### config.mk
export PLATFORM = sky130hd
export DESIGN_NAME = dispatch_top
export DESIGN_NICKNAME = d
export VERILOG_FILES = /design/src/hdl/dispatch_pkg.sv /design/src/hdl/dispatch_top.sv /design/src/hdl/entry_ring.sv /design/src/hdl/fetch_ctrl.sv /design/src/hdl/flush_timer.sv /design/src/hdl/queued_count.sv
export SDC_FILE = /design/constraint.sdc
export NUM_CORES = 1
export LEC_CHECK = 0
export BUFFER_PORTS_ARGS = -buffer_cell sky130_fd_sc_hd__buf_2
export CORE_UTILIZATION = 55
export CTS_BUF_LIST = sky130_fd_sc_hd__clkbuf_16
export DETAILED_ROUTE_END_ITERATION = 8
export PLACE_DENSITY = 0.89
export SYNTH_ARGS = -nofsm -noshare
export SYNTH_HDL_FRONTEND = slang
export SYNTH_SLANG_ARGS = --single-unit
### constraint.sdc
create_clock -name clk -period 10.4 [get_ports clk]
set_clock_uncertainty 0.15 [all_clocks]
set_input_delay 0.52 -clock clk [delete_from_list [all_inputs] [get_ports clk]]
set_output_delay 0.52 -clock clk [all_outputs]
set_load 0.03 [all_outputs]
### src/hdl/dispatch_pkg.sv
/* shared widths, sizes, slot and bundle structs, wishbone structs
   and the fetch state encoding for the dispatch stage */
package dispatch_pkg;

    // ========================================
    // sizes
    // ========================================
    // slots per fetched bundle
    localparam int slots = 4;
    // most slots queued in one cycle
    localparam int ways = 3;
    localparam int iq_entries = 8;
    localparam int rob_entries = 16;
    // recovery window after a branch miss, in cycles
    localparam int flush_cycles = 4;
    localparam int flush_w = $clog2(flush_cycles + 1);

    // ========================================
    // plain vector types
    // ========================================
    // bundle address, counted in bundle words
    typedef logic [15:0] adr_t;
    // queued slot count, 0..4
    typedef logic [2:0] cnt_t;
    // one bit per slot
    typedef logic [slots-1:0] slot_mask_t;
    // free counts, one bit wider so a full-empty ring fits
    typedef logic [$clog2(iq_entries):0] iq_free_t;
    typedef logic [$clog2(rob_entries):0] rob_free_t;
    typedef logic [flush_w-1:0] flush_cnt_t;

    // ========================================
    // bundle and bus structs
    // ========================================
    // one byte per slot, valid in the top bit
    typedef struct packed {
        logic       valid;
        logic       brk;
        logic       jc;
        logic       ret;
        logic       take_branch;
        logic [2:0] tag;
    } slot_t;

    // slot 0 sits in the low byte of the bus word
    typedef struct packed {
        slot_t [slots-1:0] slot;
    } bundle_t;

    // master side of the wishbone classic read
    typedef struct packed {
        logic cyc;
        logic stb;
        adr_t adr;
    } wb_req_t;

    // slave side
    typedef struct packed {
        logic        ack;
        logic [31:0] dat;
    } wb_rsp_t;

    typedef enum logic [1:0] {
        idle,
        fetch,
        dispatch,
        flush
    } fetch_state_t;

endpackage

### src/hdl/dispatch_top.sv
/* dispatch stage top: fetch FSM, flush timer, queue count,
   issue queue and reorder buffer rings */
`timescale 1ns/1ns

module dispatch_top (
    input  logic                     clk,
    input  logic                     rst,
    output dispatch_pkg::wb_req_t    wb_req,
    input  dispatch_pkg::wb_rsp_t    wb_rsp,
    input  logic                     branch_miss,
    input  dispatch_pkg::adr_t       redirect_adr,
    input  logic                     iq_release,
    input  logic                     rob_release,
    input  logic                     debug_on,
    output dispatch_pkg::cnt_t       dispatch_cnt,
    output dispatch_pkg::slot_mask_t dispatch_onp
);

    logic hold;
    logic flush;
    logic timer_start;
    logic timer_done;
    dispatch_pkg::slot_mask_t slot_v;
    dispatch_pkg::slot_mask_t slot_brk;
    dispatch_pkg::slot_mask_t slot_jc;
    dispatch_pkg::slot_mask_t slot_ret;
    dispatch_pkg::slot_mask_t slot_tb;
    dispatch_pkg::iq_free_t iq_free;
    dispatch_pkg::rob_free_t rob_free;

    // ========================================
    // fetch and recovery
    // ========================================
    fetch_ctrl u_fetch (
        .clk          (clk),
        .rst          (rst),
        .wb_req       (wb_req),
        .wb_rsp       (wb_rsp),
        .branch_miss  (branch_miss),
        .redirect_adr (redirect_adr),
        .queued_onp   (dispatch_onp),
        .timer_done   (timer_done),
        .hold         (hold),
        .flush        (flush),
        .timer_start  (timer_start),
        .slot_v       (slot_v),
        .slot_brk     (slot_brk),
        .slot_jc      (slot_jc),
        .slot_ret     (slot_ret),
        .slot_tb      (slot_tb)
    );

    flush_timer u_timer (
        .clk   (clk),
        .rst   (rst),
        .start (timer_start),
        .done  (timer_done)
    );

    // ========================================
    // queue decision and occupancy
    // ========================================
    queued_count u_qcnt (
        .hold       (hold),
        .debug_on   (debug_on),
        .slot_v     (slot_v),
        .slot_brk   (slot_brk),
        .slot_jc    (slot_jc),
        .slot_ret   (slot_ret),
        .slot_tb    (slot_tb),
        .iq_free    (iq_free),
        .rob_free   (rob_free),
        .queued_cnt (dispatch_cnt),
        .queued_onp (dispatch_onp)
    );

    // both rings take the same allocation each cycle
    entry_ring #(.entries(dispatch_pkg::iq_entries)) iq_ring (
        .clk          (clk),
        .rst          (rst),
        .flush        (flush),
        .alloc        (dispatch_cnt),
        .head_release (iq_release),
        .free         (iq_free)
    );

    entry_ring #(.entries(dispatch_pkg::rob_entries)) rob_ring (
        .clk          (clk),
        .rst          (rst),
        .flush        (flush),
        .alloc        (dispatch_cnt),
        .head_release (rob_release),
        .free         (rob_free)
    );

endmodule

### src/hdl/entry_ring.sv
/* circular occupancy tracker: tail allocation, head release, flush */
`timescale 1ns/1ns

module entry_ring #(
    parameter int entries = 8
) (
    input  logic                     clk,
    input  logic                     rst,
    input  logic                     flush,
    input  dispatch_pkg::cnt_t       alloc,
    input  logic                     head_release,
    output logic [$clog2(entries):0] free
);

    // pointers carry one wrap bit above the index
    typedef logic [$clog2(entries):0] ptr_t;

    // oldest occupied entry
    ptr_t head;
    // next entry to allocate
    ptr_t tail;
    // entries in use
    ptr_t occ;

    // ========================================
    // occupancy
    // ========================================
    // wrap bit keeps full and empty apart, entries must be a power of two
    assign occ = tail - head;
    assign free = ptr_t'(entries) - occ;

    // ========================================
    // pointer update
    // ========================================
    always_ff @(posedge clk) begin
        if (rst || flush) begin
            // branch miss drops every entry at once
            head <= '0;
            tail <= '0;
        end else begin
            // several entries may be taken in one cycle
            tail <= tail + ptr_t'(alloc);
            // one entry leaves per pulse, pulses on an empty ring are lost
            if (head_release && occ != '0) begin
                head <= head + ptr_t'(1);
            end
        end
    end

    // ========================================
    // checks
    // ========================================
    // queue count must never hand out more entries than are free
    a_alloc_fits: assert property (
        @(posedge clk) disable iff (rst)
        ptr_t'(alloc) <= free
    ) else $error("entry_ring: alloc %0d above free %0d", alloc, free);

endmodule

### src/hdl/fetch_ctrl.sv
/* fetch FSM: wishbone bundle read, bundle hold, retire of queued slots
   and branch-miss flush sequencing */
`timescale 1ns/1ns

module fetch_ctrl (
    input  logic                     clk,
    input  logic                     rst,
    output dispatch_pkg::wb_req_t    wb_req,
    input  dispatch_pkg::wb_rsp_t    wb_rsp,
    input  logic                     branch_miss,
    input  dispatch_pkg::adr_t       redirect_adr,
    input  dispatch_pkg::slot_mask_t queued_onp,
    input  logic                     timer_done,
    output logic                     hold,
    output logic                     flush,
    output logic                     timer_start,
    output dispatch_pkg::slot_mask_t slot_v,
    output dispatch_pkg::slot_mask_t slot_brk,
    output dispatch_pkg::slot_mask_t slot_jc,
    output dispatch_pkg::slot_mask_t slot_ret,
    output dispatch_pkg::slot_mask_t slot_tb
);

    dispatch_pkg::fetch_state_t state;
    dispatch_pkg::bundle_t bundle;
    // program address of the current bundle
    dispatch_pkg::adr_t pc;
    // restart address from the last miss
    dispatch_pkg::adr_t redirect;
    logic cyc;
    // miss seen while a read was still open
    logic miss_pend;
    logic open_fetch;
    logic enter_flush;
    // slots left after this cycle's dispatch
    dispatch_pkg::slot_mask_t remain;

    // ========================================
    // control decode
    // ========================================
    assign open_fetch = cyc && !wb_rsp.ack;
    // an open read finishes first and its word is dropped
    assign enter_flush = (state != dispatch_pkg::flush) &&
                         ((branch_miss && !open_fetch) || (miss_pend && wb_rsp.ack));
    assign timer_start = enter_flush;
    assign flush = branch_miss;
    assign hold = (state != dispatch_pkg::dispatch);
    assign remain = slot_v & ~queued_onp;

    // classic read, stb always travels with cyc
    assign wb_req.cyc = cyc;
    assign wb_req.stb = cyc;
    assign wb_req.adr = pc;

    // per-slot vectors for the queue count
    always_comb begin
        for (int i = 0; i < dispatch_pkg::slots; i++) begin
            slot_v[i] = bundle.slot[i].valid;
            slot_brk[i] = bundle.slot[i].brk;
            slot_jc[i] = bundle.slot[i].jc;
            slot_ret[i] = bundle.slot[i].ret;
            slot_tb[i] = bundle.slot[i].take_branch;
        end
    end

    // ========================================
    // state machine
    // ========================================
    always_ff @(posedge clk) begin
        if (rst) begin
            state <= dispatch_pkg::idle;
            cyc <= 1'b0;
            miss_pend <= 1'b0;
            pc <= '0;
        end else begin
            miss_pend <= (miss_pend || (branch_miss && open_fetch)) && !wb_rsp.ack;
            case (state)
                dispatch_pkg::idle: state <= dispatch_pkg::fetch;
                dispatch_pkg::fetch: begin
                    // request goes out one cycle after entry
                    if (!cyc) begin
                        cyc <= 1'b1;
                    end else if (wb_rsp.ack) begin
                        cyc <= 1'b0;
                        state <= dispatch_pkg::dispatch;
                    end
                end
                dispatch_pkg::dispatch: begin
                    if (remain == '0) begin
                        state <= dispatch_pkg::fetch;
                        pc <= pc + dispatch_pkg::adr_t'(1);
                    end
                end
                dispatch_pkg::flush: begin
                    if (timer_done) begin
                        state <= dispatch_pkg::fetch;
                        pc <= branch_miss ? redirect_adr : redirect;
                    end
                end
                default: state <= dispatch_pkg::idle;
            endcase
            // miss overrides whatever the state chose
            if (enter_flush) begin
                state <= dispatch_pkg::flush;
                cyc <= 1'b0;
            end
        end
    end

    always_ff @(posedge clk) begin
        if (branch_miss) begin
            redirect <= redirect_adr;
        end
    end

    // ========================================
    // bundle hold
    // ========================================
    always_ff @(posedge clk) begin
        if (rst || branch_miss) begin
            for (int i = 0; i < dispatch_pkg::slots; i++) begin
                bundle.slot[i].valid <= 1'b0;
            end
        end else if (state == dispatch_pkg::fetch && cyc && wb_rsp.ack && !miss_pend) begin
            bundle <= dispatch_pkg::bundle_t'(wb_rsp.dat);
        end else if (state == dispatch_pkg::dispatch) begin
            // queued slots retire from the held copy
            for (int i = 0; i < dispatch_pkg::slots; i++) begin
                if (queued_onp[i]) begin
                    bundle.slot[i].valid <= 1'b0;
                end
            end
        end
    end

    // ========================================
    // checks
    // ========================================
    a_stb_cyc: assert property (
        @(posedge clk) disable iff (rst)
        wb_req.stb |-> wb_req.cyc
    ) else $error("fetch_ctrl: stb without cyc");

    // an unacked strobe stays up on the same address
    a_stb_hold: assert property (
        @(posedge clk) disable iff (rst)
        wb_req.stb && !wb_rsp.ack |=> wb_req.stb && $stable(wb_req.adr)
    ) else $error("fetch_ctrl: request dropped or moved before ack");

endmodule

### src/hdl/flush_timer.sv
/* branch-miss recovery down-counter with end-of-window pulse */
`timescale 1ns/1ns

module flush_timer (
    input  logic clk,
    input  logic rst,
    input  logic start,
    output logic done
);

    // cycles left in the window, zero when idle
    dispatch_pkg::flush_cnt_t count;

    always_ff @(posedge clk) begin
        if (rst) begin
            count <= '0;
        end else if (start) begin
            count <= dispatch_pkg::flush_cnt_t'(dispatch_pkg::flush_cycles);
        end else if (count != '0) begin
            count <= count - dispatch_pkg::flush_cnt_t'(1);
        end
    end

    // last cycle of the window, the count hits zero at its closing edge
    assign done = (count == dispatch_pkg::flush_cnt_t'(1));

    // fetch may only open a new window once the last one closed
    a_no_restart: assert property (
        @(posedge clk) disable iff (rst)
        start |-> count == '0
    ) else $error("flush_timer: start while counting");

endmodule

### src/hdl/queued_count.sv
/* combinational count of bundle slots that can queue this cycle,
   with the mask of the slots chosen */
`timescale 1ns/1ns

module queued_count (
    input  logic                     hold,
    input  logic                     debug_on,
    input  dispatch_pkg::slot_mask_t slot_v,
    input  dispatch_pkg::slot_mask_t slot_brk,
    input  dispatch_pkg::slot_mask_t slot_jc,
    input  dispatch_pkg::slot_mask_t slot_ret,
    input  dispatch_pkg::slot_mask_t slot_tb,
    input  dispatch_pkg::iq_free_t   iq_free,
    input  dispatch_pkg::rob_free_t  rob_free,
    output dispatch_pkg::cnt_t       queued_cnt,
    output dispatch_pkg::slot_mask_t queued_onp
);

    // lowest set bit of the valid mask
    dispatch_pkg::slot_mask_t low_bit;
    // valid bits form one run with no holes
    logic contig;

    // ========================================
    // valid pattern check
    // ========================================
    assign low_bit = slot_v & (~slot_v + dispatch_pkg::slot_mask_t'(1));
    // adding the lowest bit carries through a single run and clears it
    assign contig = ((slot_v + low_bit) & slot_v) == '0;

    // ========================================
    // slot selection
    // ========================================
    always_comb begin
        dispatch_pkg::cnt_t n;
        logic stop;
        logic may_add;
        n = '0;
        stop = 1'b0;
        may_add = 1'b0;
        queued_onp = '0;
        // nothing queues while fetch holds or on a broken pattern
        if (!hold && contig) begin
            for (int i = 0; i < dispatch_pkg::slots; i++) begin
                if (slot_v[i] && !stop) begin
                    // first candidate always tries, later ones need ways and no single-step
                    may_add = (n == '0) ||
                              (!debug_on && n < dispatch_pkg::cnt_t'(dispatch_pkg::ways));
                    // a free entry is needed in both the issue queue and the rob
                    if (may_add &&
                        iq_free > dispatch_pkg::iq_free_t'(n) &&
                        rob_free > dispatch_pkg::rob_free_t'(n)) begin
                        queued_onp[i] = 1'b1;
                        n = n + dispatch_pkg::cnt_t'(1);
                        // flow change ends the group for this cycle
                        stop = slot_brk[i] | slot_jc[i] | slot_ret[i] | slot_tb[i];
                    end else begin
                        stop = 1'b1;
                    end
                end
            end
        end
        queued_cnt = n;
    end

    // ========================================
    // checks
    // ========================================
    // fetch retires slots lowest first, so a hole means a malformed bundle
    always_comb begin
        if (!hold) begin
            a_contig: assert (contig)
            else $error("queued_count: non-contiguous slot_v %b", slot_v);
        end
    end

endmodule

# == Yosys cells after proc, flatten, opt, wreduce, memory -nomap -nowiden ==
# Cells that the tools add are included.
# op_classes
addsub,15
n_lt_le_gt_ge,11
n_eq_ne,12
muxes,56
bitwise,15
n_reduce_logical,63
# ops
op,n
16-bit 2-to-1 mux,3
3-bit 2-to-1 mux,13
1-bit 2-to-1 mux,32
16-bit case mux with 2 select lines,1
1-bit logical AND,25
"16-bit by 1-bit adder with 16-bit output, second input constant",1
5-bit by 3-bit greater-than comparator with 1-bit output,3
2-bit nonzero test,7
4-bit AND,3
4-bit by 3-bit greater-than comparator with 1-bit output,3
2-bit 2-to-1 mux,5
2-bit AND reduction,5
"3-bit by 1-bit adder with 3-bit output, second input constant",3
3-bit logical NOT,3
"3-bit by 2-bit less-than comparator with 1-bit output, second input constant",3
1-bit OR,9
"4-bit by 1-bit adder with 4-bit output, second input constant",2
1-bit logical NOT,8
4-bit logical NOT,2
4-bit inverter,2
2-bit case mux with 4 select lines,1
1-bit logical OR,6
"2-bit inequality test, second input constant",3
"3-bit by 2-bit inequality test with 1-bit output, second input constant",2
25 further kinds,27
# word_totals
regBits,73

# == Logic depth before layout (Yosys ltp) ==
# Gate-level depths: netlist of the first run.
# logic_depth
ltp_word,38
mapped_depth,49
mapped_depth_nobuf,49

# == Cells and area by module ==
# A second synthesis of the first run with hierarchy kept.
# hier_totals
cells_unflattened,524
area_unflattened_um2,4744.6
# modules_own_cells
mod,n_inst,cells_each,area_each_um2
fetch_ctrl,1,249,2468.6
queued_count,1,108,740.7
entry_ring (rob_ring),1,76,696.9
entry_ring (iq_ring),1,73,658.1
flush_timer,1,18,180.2

# == Least setup slack after synthesis of the first run ==
# Ideal clock, no wire load.
# synth_path
kind,register to register
start,reg rob_ring.head[0]
end,reg rob_ring.tail[4]
setup_ns,0.128
t_arrival_ns,8.697
required_ns,10.122
path_slack_ns,1.425
stages_incl_launch_ff,48
n_path_buf,0
synth_period_minus_slack_ns,8.975
path_cell_list,dfxtp_1 > ha_1 > inv_1 > fa_1 > inv_1 > ha_1 > and2_1 > and2_1 > ha_1 > nand2_1 > a21oi_4 > nor3_1 > ha_1 > o2111ai_1 > a21o_1 > o21ai_0 > or2_2 > inv_1 > (+12 left out) > ha_1 > inv_1 > o21ai_0 > nand3b_1 > o311a_1 > and3_1 > o311ai_0 > or3_1 > nor4_4 > xnor2_1 > nor2_1 > ha_1 > inv_1 > fa_1 > nor2b_1 > o21ai_0 > xor2_1 > nor2_1
# synth_between
elab_chain_len,32
elab_cells_between_ends,59
cone_classes,6 x add/sub; 10 x order compare; 21 x mux; 22 x reduce/logical
# synth_lines
element,line,rtl
"start, declared",entry_ring.sv:19,ptr_t head;
"start signal, assigned",entry_ring.sv:45,head <= head + ptr_t'(1);
5-bit subtractor (*),entry_ring.sv:29,assign occ = tail - head;
5-bit subtractor (*),entry_ring.sv:30,assign free = ptr_t'(entries) - occ;
5-bit by 1-bit greater-than comparator with 1-bit output,queued_count.sv:52,rob_free > dispatch_pkg::rob_free_t'(n)) begin
1-bit logical AND,queued_count.sv:51,iq_free > dispatch_pkg::iq_free_t'(n) &&
1-bit 2-to-1 mux,queued_count.sv:50,if (may_add &&
3-bit 2-to-1 mux,queued_count.sv:45,if (slot_v[i] && !stop) begin
3-bit 2-to-1 mux,queued_count.sv:43,if (!hold && contig) begin
3-bit by 2-bit less-than comparator with 1-bit output,queued_count.sv:48,(!debug_on && n < dispatch_pkg::cnt_t'(dispatch_pkg::ways));
(+17 left out),-,
1-bit logical OR,queued_count.sv:47,may_add = (n == '0) ||
1-bit logical AND,queued_count.sv:50,
1-bit logical AND,queued_count.sv:51,
3-bit 2-to-1 mux,queued_count.sv:50,
3-bit 2-to-1 mux (*),queued_count.sv:45,
3-bit 2-to-1 mux (*),queued_count.sv:43,
via dispatch_cnt[0],dispatch_top.sv:15,"output dispatch_pkg::cnt_t dispatch_cnt,"
5-bit by 3-bit adder with 5-bit output (*),entry_ring.sv:42,tail <= tail + ptr_t'(alloc);
"end signal, assigned",entry_ring.sv:42,
"end, declared",entry_ring.sv:21,ptr_t tail;
# The timed path passes the listed nets; every way through them passes the cells marked *. The select of a mux whose other input is x is not followed.
# A chain may end at the register's enable or synchronous reset.

# == Worst setup path in the final report of the first run ==
# layout_path
start,reg rob_ring.head[0]
end,out dispatch_cnt[2]
# layout_between
elab_chain_len,31
elab_cells_between_ends,58
cone_classes,5 x add/sub; 10 x order compare; 21 x mux; 22 x reduce/logical
# layout_lines
element,line
5-bit subtractor (*),entry_ring.sv:29
5-bit subtractor (*),entry_ring.sv:30
5-bit by 1-bit greater-than comparator with 1-bit output,queued_count.sv:52
1-bit logical AND,queued_count.sv:51
1-bit 2-to-1 mux,queued_count.sv:50
3-bit 2-to-1 mux,queued_count.sv:45
3-bit 2-to-1 mux,queued_count.sv:43
3-bit by 2-bit less-than comparator with 1-bit output,queued_count.sv:48
(+15 left out),-
3-bit by 2-bit less-than comparator with 1-bit output,queued_count.sv:48
1-bit logical AND,queued_count.sv:48
1-bit logical OR,queued_count.sv:47
1-bit logical AND,queued_count.sv:50
1-bit logical AND,queued_count.sv:51
3-bit 2-to-1 mux,queued_count.sv:50
3-bit 2-to-1 mux (*),queued_count.sv:45
3-bit 2-to-1 mux (*),queued_count.sv:43
"end, declared",dispatch_top.sv:15
# Every way passes the cells marked *; elsewhere a longest branch is shown, timed or not. The select of a mux whose other input is x is not followed.

==> implementation parameters, run 1 <==
Parameter                              Value

Finish
  # fillers    624
  Number of antenna cells inserted    0
  P&R area growth vs syn    15.3%
  Net count reported at finish    671
  Ratio of cells with drive above 1 in the final layout    18.8%

Setup path
  Worst endpoint data arrival time    9.13 ns
  Setup CP Type    flop to output port
  Largest stage delay on the critical path    0.56 ns
  Endpoint required time on the critical path    9.73 ns
  Setup slack, reg-to-reg    0.66 ns
  Nature of the critical path endpoint    output port
  Type of element launching the critical path    flop
  Endpoint of the worst-slack reg-to-reg timing path    rob_ring.tail[3]
  Largest fanout on the critical path    5
  Library cell contributing the largest single delay on the critical path    sky130_fd_sc_hd__fa_1
  Cells on worst reg2reg path    45
  Most common cell type on the critical path    sky130_fd_sc_hd__ha_1
  Reg-to-reg critical path startpoint    rob_ring.head[0]

Synthesis
  Synthesized area per cell    8.81 um2
  Post-synth EDFFs    12
  Share of the yosys chip area belonging to registers    34.7%
  Most common cell in the netlist    sky130_fd_sc_hd__dfxtp_1
  Area contributors post-synth    sky130_fd_sc_hd__dfxtp_1 (27%), sky130_fd_sc_hd__ha_1 (10%), sky130_fd_sc_hd__edfxtp_1 (7.9%)
  Share of synthesized flip-flops with an asynchronous set or reset    0%
  Share of the synthesized area in the top cell type    26.8%
  Mapped cell area    0.00456 mm2
  Flip-flop and latch count after synthesis    73
  Synth warnings    0
  Predominant post-synthesis flop cell    sky130_fd_sc_hd__dfxtp_1
  Number of instances in the synthesized netlist    518
  Dominant cell type by area after synthesis    sky130_fd_sc_hd__dfxtp_1
  Synth unique cells    61
  Synth Net Count    614
  Most common library cells after synthesis    sky130_fd_sc_hd__dfxtp_1 (61), sky130_fd_sc_hd__nor2_1 (53), sky130_fd_sc_hd__a21oi_1 (42)

Global routing
  Antenna violations before repair    0
  Global-route wire length before repair    17400 um
  Global-route usage over all layers    25.4%
  Vias in the first global route    3931
  Maximum number of pins on one net before global-route repair    42
  Aggregate global routing overflow    0

Timing
  Minimum clock period    9.80 ns
  Top achievable clock speed    0.102 GHz
  Final worst-path cycle share    94.2%
  Setup repair after global routing missed its margin    false
  Number of endpoints failing setup at the final stage    0
  Worst Max-Slew Pin Slew    1.26 ns
  Worst relative slew slack    15.8%
  Max-slew violation total from the final report    0
  Sum of negative setup slack    0 ns
  Final Hold Violating Endpoints    0

Pwr
  Total design power    708 uW
  Static leakage power    2.24 nW
  PwrDens    135 mW/mm2
  Maximum resistive drop on vdd    94.0 uV

Clock tree
  Clock-pin slew reported for the worst setup and hold paths after clock tree synthesis    0.06 ns
  Cts bufs inserted    9
  Number of hold-repair buffers added at the cts stage    0
  Maximum buffer depth of the clock tree    2
  Clock latency reported for the late side of the worst-skew pair    0.34 ns
  Clock tree from TritonCTS    done
  Clock tree root buffer cell    sky130_fd_sc_hd__clkbuf_16
  Deepest level of the CTS H-tree    3
  CTS Sinks    73

Worst hold path
  Source of the worst hold timing path    wb_rsp[3]
  Worst hold stages    1
  Worst min-delay path endpoint    u_fetch.slot_tb[0]
  Worst Hold Class    primary input to flop

Job
  Max cap viols    0

Placed design
  Last weighted congestion value of the routability-driven placer    0.923
  Count of buffers inserted at the top-level ports    63
  Hpwl dp    7670 um

Drt
  Vias    4062
  Overall routed net length    10700 um
  Per-cell via count in the routed design    5.96
  Number of detailed-routing iterations run before antenna repair    8
  Average wire per standard cell    15.6 um
  Count of unresolved DRC violations after routing    0
  Detailed router's first-iteration violation count    246
  Number of nets with antenna violations after routing    0

Floorplanning
  Vertical die dimension    93.1 um
  Starting Density    57.8%
  Count of pins on the block boundary    80
  Chip Width    93.1 um
  Number of rows in the core area    32
  Area of the die    0.00866 mm2
  Core area    0.00789 mm2

Status
  Result of the run    completed
[worst max path at each step]
stage	endpoint	cells after the start	start	slack, ns
floorplan	rob_ring.tail[4]	47	rob_ring.head[0]	1.43
global placement	rob_ring.tail[4]	47	rob_ring.head[0]	0.78
detailed placement	rob_ring.tail[4]	47	rob_ring.head[0]	0.53
CTS	dispatch_cnt[1]	42	rob_ring.head[0]	0.38
global route	rob_ring.tail[3]	46	rob_ring.head[0]	0.01
finish	dispatch_cnt[2]	40	rob_ring.head[0]	0.60
[placed cells by master (no fill, tap or decap), types with 4 or more instances in the layout]
cell and instances:
sky130_fd_sc_hd__nor4_1 4, sky130_fd_sc_hd__nand3_1 18, sky130_fd_sc_hd__nand4_1 5, sky130_fd_sc_hd__clkbuf_16 10, sky130_fd_sc_hd__nor4b_1 8, sky130_fd_sc_hd__dfxtp_1 61, sky130_fd_sc_hd__mux2_2 16, sky130_fd_sc_hd__a31oi_1 4
sky130_fd_sc_hd__a21oi_1 42, sky130_fd_sc_hd__o31ai_1 4, sky130_fd_sc_hd__ha_1 37, sky130_fd_sc_hd__mux2i_1 6, sky130_fd_sc_hd__nand2_1 26, sky130_fd_sc_hd__nor3_1 17, sky130_fd_sc_hd__nor2_1 52, sky130_fd_sc_hd__edfxtp_1 12
sky130_fd_sc_hd__xnor2_1 13, sky130_fd_sc_hd__nand2b_1 5, sky130_fd_sc_hd__o211ai_1 10, sky130_fd_sc_hd__and3_1 18, sky130_fd_sc_hd__or2_0 5, sky130_fd_sc_hd__xor2_1 9, sky130_fd_sc_hd__o21ai_0 16, sky130_fd_sc_hd__fa_1 4
sky130_fd_sc_hd__nor2b_1 5, sky130_fd_sc_hd__a21o_1 6, sky130_fd_sc_hd__or3_1 6, sky130_fd_sc_hd__and2_1 6, sky130_fd_sc_hd__buf_2 63, sky130_fd_sc_hd__inv_1 38
[worst max-delay path: cells and delay by family (launching register included)]
kind | cells | cell delay (ns)
AOI/OAI and AO/OA | 10 | 1.52
and+or+nand+nor | 17 | 3.98
DFF | 1 | 0.40
buffers and inverters | 5 | 0.54
adders and majority gates | 8 | 2.33
[per-stage QoR]
| stage | cells | utilization, % | setup slack, ns | area [um2] | hold WS, ns |
|---|---|---|---|---|---|
| 2_1_floorplan | 518 | - | 1.43 | 4560 | 0.301 |
| 3_3_place_gp | 665 | 62.4 | 0.784 | 4920 | 0.309 |
| 3_5_place_dp | 665 | 62.4 | 0.529 | 4920 | 0.316 |
| 4_1_cts | 681 | 66.5 | 0.375 | 5240 | 0.207 |
| 5_1_grt | 682 | 66.7 | 0.0140 | 5260 | 0.203 |
| 6_report | 682 | 66.7 | 0.603 | 5260 | 0.211 |
[sequential cells by signal (all words and copies together), names as in the netlist, 4 cells and up]
signal            cells
u_fetch.pc           16
rob_ring.tail         5
iq_ring.tail          4
u_fetch.slot_v        4
rob_ring.head         5
u_fetch.redirect     16
iq_ring.head          4
[layer usage]
metal  GRT usage, %  part of all wire (%)  up-vias
met2           44.5                    50      170
met5              0                     0        -
met3           7.72                   8.0       20
met1           28.7                    40     1911
met4           9.87                   1.8        0
li1               -                     -     1961
[cell families (layout without fill, tap and decap cells)]
| kind of cell | Yosys count | after routing | share of synthesized area [%] |
|---|---|---|---|
| and+or+nand+nor | 191 | 191 | 22.1 |
| AOI/OAI and AO/OA | 108 | 108 | 15.2 |
| DFF | 73 | 73 | 34.7 |
| buffers and inverters | 58 | 120 | 5.27 |
| adders and majority gates | 41 | 41 | 11.9 |
| xor gates and xnor gates | 25 | 25 | 5.60 |
| muxes | 22 | 22 | 5.27 |
[report_power, final]
part	internal (mW)	switching [mW]	leakage [nW]
logic	0.0289	0.0411	1.48
clock network	0.203	0.129	0.158
registers	0.299	0.00689	0.607
total	0.531	0.177	2.24
[repair_timing]
item | 4_1_cts | 5_1_grt
setup buffers | 0 | 1
setup endpoints to repair | 0 | 9
gates resized for setup | 0 | 3
[area by class of cell]
type	instances	area (um2)	area share, %
clock inverters	6	71.3	1.36
flip-flops and latches	73	1580	30.1
inverters	38	143	2.71
well taps	102	128	2.43
multi-input cells	387	2750	52.3
clock buffers	10	250	4.76
repair buffers	66	338	6.42
No activity file was read; power rests on OpenSTA's default activity.
==> run 2, diff against run 1 <==
Settings changed: CTS_CLUSTER_SIZE set to 10, PLACE_DENSITY 0.89 to 0.88, SYNTH_HIERARCHICAL set to 1.
==> run 2 against run 1 <==
  * The run now ends with design-rule violations left
  * Cell count is 0.59% higher
  * Critical path depth is 8 lower
  * Sequential share of layout area is 0.49 points lower
  * Synthesized area is 1.4% higher
  * First-iteration DRC count is 45% higher
  * Non-clock buffer count is 1 lower
  * Clock power is 14% higher
  * Maximum frequency is 6.9% higher
  * Cell area is 1.7% higher
  * Highest routed layer unchanged
==> implementation parameters, run 2 <==
Parameter                              Value

Finish
  P&R area growth vs syn    15.7% (was 15.3%)
  Largest registers ranked by flip-flop count    u_fetch/pc: 16 flops, u_fetch/redirect: 16 flops (was u_fetch.pc: 16 flops, u_fetch.redirect: 16 flops)
  Top library cells by usage in the layout, fill and taps aside    sky130_fd_sc_hd__buf_2 (63), sky130_fd_sc_hd__dfxtp_1 (61), sky130_fd_sc_hd__inv_1 (42), sky130_fd_sc_hd__a21oi_1 (41), sky130_fd_sc_hd__nor2_1 (38) (was sky130_fd_sc_hd__buf_2 (63), sky130_fd_sc_hd__dfxtp_1 (61), sky130_fd_sc_hd__nor2_1 (52), sky130_fd_sc_hd__a21oi_1 (42), sky130_fd_sc_hd__inv_1 (38))
  Net count reported at finish    670 (was 671)
  Number of antenna cells inserted    0 (unchanged)
  Most common cell after layout, fill and taps aside    sky130_fd_sc_hd__buf_2 (unchanged)
  Area of all placed cells without fillers    0.00535 mm2 (was 0.00526 mm2)
  Final Non-Filler Cells    686 (was 682)
  Ratio of cells with drive above 1 in the final layout    22.4% (was 18.8%)

Floorplanning
  Count of pins on the block boundary    80 (unchanged)
  Vertical die dimension    93.7 um (was 93.1 um)
  Starting Density    56.6% (was 57.8%)
  Chip Width    93.7 um (was 93.1 um)
  Core area    0.00818 mm2 (was 0.00789 mm2)
  Area of the die    0.00878 mm2 (was 0.00866 mm2)
  Number of rows in the core area    33 (was 32)

Drt
  Per-cell via count in the routed design    6.05 (was 5.96)
  Number of nets with antenna violations after routing    0 (unchanged)
  Overall routed net length    11200 um (was 10700 um)
  Count of unresolved DRC violations after routing    1 (was 0)
  Average wire per standard cell    16.3 um (was 15.6 um)
  Detailed router's first-iteration violation count    357 (was 246)
  Number of detailed-routing iterations run before antenna repair    8 (unchanged)
  Vias    4147 (was 4062)

Synthesis
  Synth Net Count    614 (unchanged)
  Synth warnings    6 (was 0)
  Number of instances in the synthesized netlist    520 (was 518)
  Synthesized area per cell    8.89 um2 (was 8.81 um2)
  Mapped cell area    0.00462 mm2 (was 0.00456 mm2)

Clock tree
  Clock-pin slew reported for the worst setup and hold paths after clock tree synthesis    0.06 ns (about the same)
  Deepest level of the CTS H-tree    3 (unchanged)
  Number of hold-repair buffers added at the cts stage    0 (unchanged)
  Total setup buffers inserted after CTS    0 (unchanged)
  # resized after CTS    0 (unchanged)
  Cts bufs inserted    9 (unchanged)
  CTS Sinks    73 (unchanged)
  Maximum buffer depth of the clock tree    2 (unchanged)
  Clock tree root buffer cell    sky130_fd_sc_hd__clkbuf_16 (unchanged)
  Clock tree from TritonCTS    done (unchanged)
  Clock latency reported for the late side of the worst-skew pair    0.34 ns (about the same)

Placed design
  Worst slack, placed    1.41 ns (was 0.529 ns)
  Last weighted congestion value of the routability-driven placer    0.913 (was 0.923)
  Hpwl dp    7640 um (was 7670 um)
  Number of instances in the placed design    670 (was 665)
  Cell area reported after detailed placement    0.00498 mm2 (was 0.00492 mm2)
  Count of buffers inserted at the top-level ports    63 (unchanged)

Setup path
  Type of element launching the critical path    flop (unchanged)
  Endpoint required time on the critical path    10.48 ns (was 9.73 ns)
  Library cell contributing the largest single delay on the critical path    sky130_fd_sc_hd__a221oi_1 (was sky130_fd_sc_hd__fa_1)
  Nature of the critical path endpoint    flop (was output port)
  Most common cell type on the critical path    sky130_fd_sc_hd__ha_1 (unchanged)
  Largest fanout on the critical path    11 (was 5)
  Setup CP Type    flop to flop (was flop to output port)
  Largest stage delay on the critical path    0.80 ns (was 0.56 ns)
  Worst endpoint data arrival time    9.24 ns (was 9.13 ns)
  Cells on worst reg2reg path    32 (was 45)

Global routing
  Maximum number of pins on one net before global-route repair    41 (was 42)
  Global-route wire length before repair    18600 um (was 17400 um)
  Vias in the first global route    3950 (was 3931)
  Antenna violations before repair    0 (unchanged)
  Global-route usage over all layers    26.8% (was 25.4%)
  Aggregate global routing overflow    0 (unchanged)

Worst hold path
  Worst hold stages    1 (unchanged)
  Worst Hold Class    primary input to flop (unchanged)

Timing
  Max-slew violation total from the final report    0 (unchanged)
  Sum of negative setup slack    0 ns (unchanged)
  Worst Max-Slew Pin Slew    0.955 ns (was 1.26 ns)
  Fin worst setup slack    1.24 ns (was 0.603 ns)
  Worst relative slew slack    36.3% (was 15.8%)
  Final worst-path cycle share    88.1% (was 94.2%)
  Final Hold Violating Endpoints    0 (unchanged)
  Number of endpoints failing setup at the final stage    0 (unchanged)
  Setup repair after global routing missed its margin    false (unchanged)
  Minimum clock period    9.16 ns (was 9.80 ns)
  Top achievable clock speed    0.109 GHz (was 0.102 GHz)

Job
  Max cap viols    0 (unchanged)

Pwr
  Static leakage power    2.14 nW (was 2.24 nW)
  PwrDens    142 mW/mm2 (was 135 mW/mm2)
  Maximum resistive drop on vdd    119 uV (was 94.0 uV)

Status
  Violations in the final reports    design-rule violations
  Result of the run    finished, violations left (was completed)
## run 2: worst max-delay path, delay by kind of cell, from the launching register on
family | cells | cell delay [ns]
and+or+nand+nor | 9 | 2.45
buffers and inverters | 3 | 0.19
xor gates and xnor gates | 3 | 0.57
AOI/OAI and AO/OA | 12 | 3.72
DFF | 1 | 0.37
adders and majority gates | 5 | 1.59
## run 2: area by class of cell
class                           count  area (um2)
Sequential cell                    73        1580
Clock inverter                      6         120
Fill cell                         634        2830
Multi-Input combinational cell    384        2770
Clock buffer                       10         250
Tap cell                          105         131
Timing Repair Buffer               65         330
Inverter                           43         161
## run 2: metal layers
| metal | vias to the layer above | GRT usage, % | share of wire, % |
|---|---|---|---|
| li1 | 1978 | - | - |
| met1 | 1961 | 34.1 | 42 |
| met2 | 182 | 44.8 | 50 |
| met3 | 26 | 5.18 | 6.4 |
| met4 | 0 | 9.74 | 1.7 |
| met5 | - | 0 | 0 |
## run 2: through the flow
step / hold WS [ns] / utilization, % / power [mW]
2_1_floorplan: 0.297 / - / 0.369
3_3_place_gp: 0.309 / 60.9 / 0.384
3_5_place_dp: 0.313 / 60.9 / 0.388
4_1_cts: 0.208 / 65.4 / 0.764
5_1_grt: 0.204 / 65.4 / 0.784
6_report: 0.211 / 65.4 / 0.761
## run 2: worst paths after layout
kind | slack, ns | to | from
worst max-delay path | 1.24 | u_fetch/pc[2] | iq_ring/tail[0]
worst min-delay path | 0.21 | u_fetch/slot_tb[1] | wb_rsp[11]
worst max register to register | 1.24 | u_fetch/pc[2] | iq_ring/tail[0]
worst min register to register | 0.33 | u_fetch/redirect[13] | u_fetch/redirect[13]
## run 2: report_power, final
part           total, mW  internal, mW  leakage, nW  switching [mW]
Clock              0.377         0.252        0.178           0.125
Combinational     0.0770        0.0322         1.35          0.0448
Sequential         0.307         0.299        0.607         0.00783
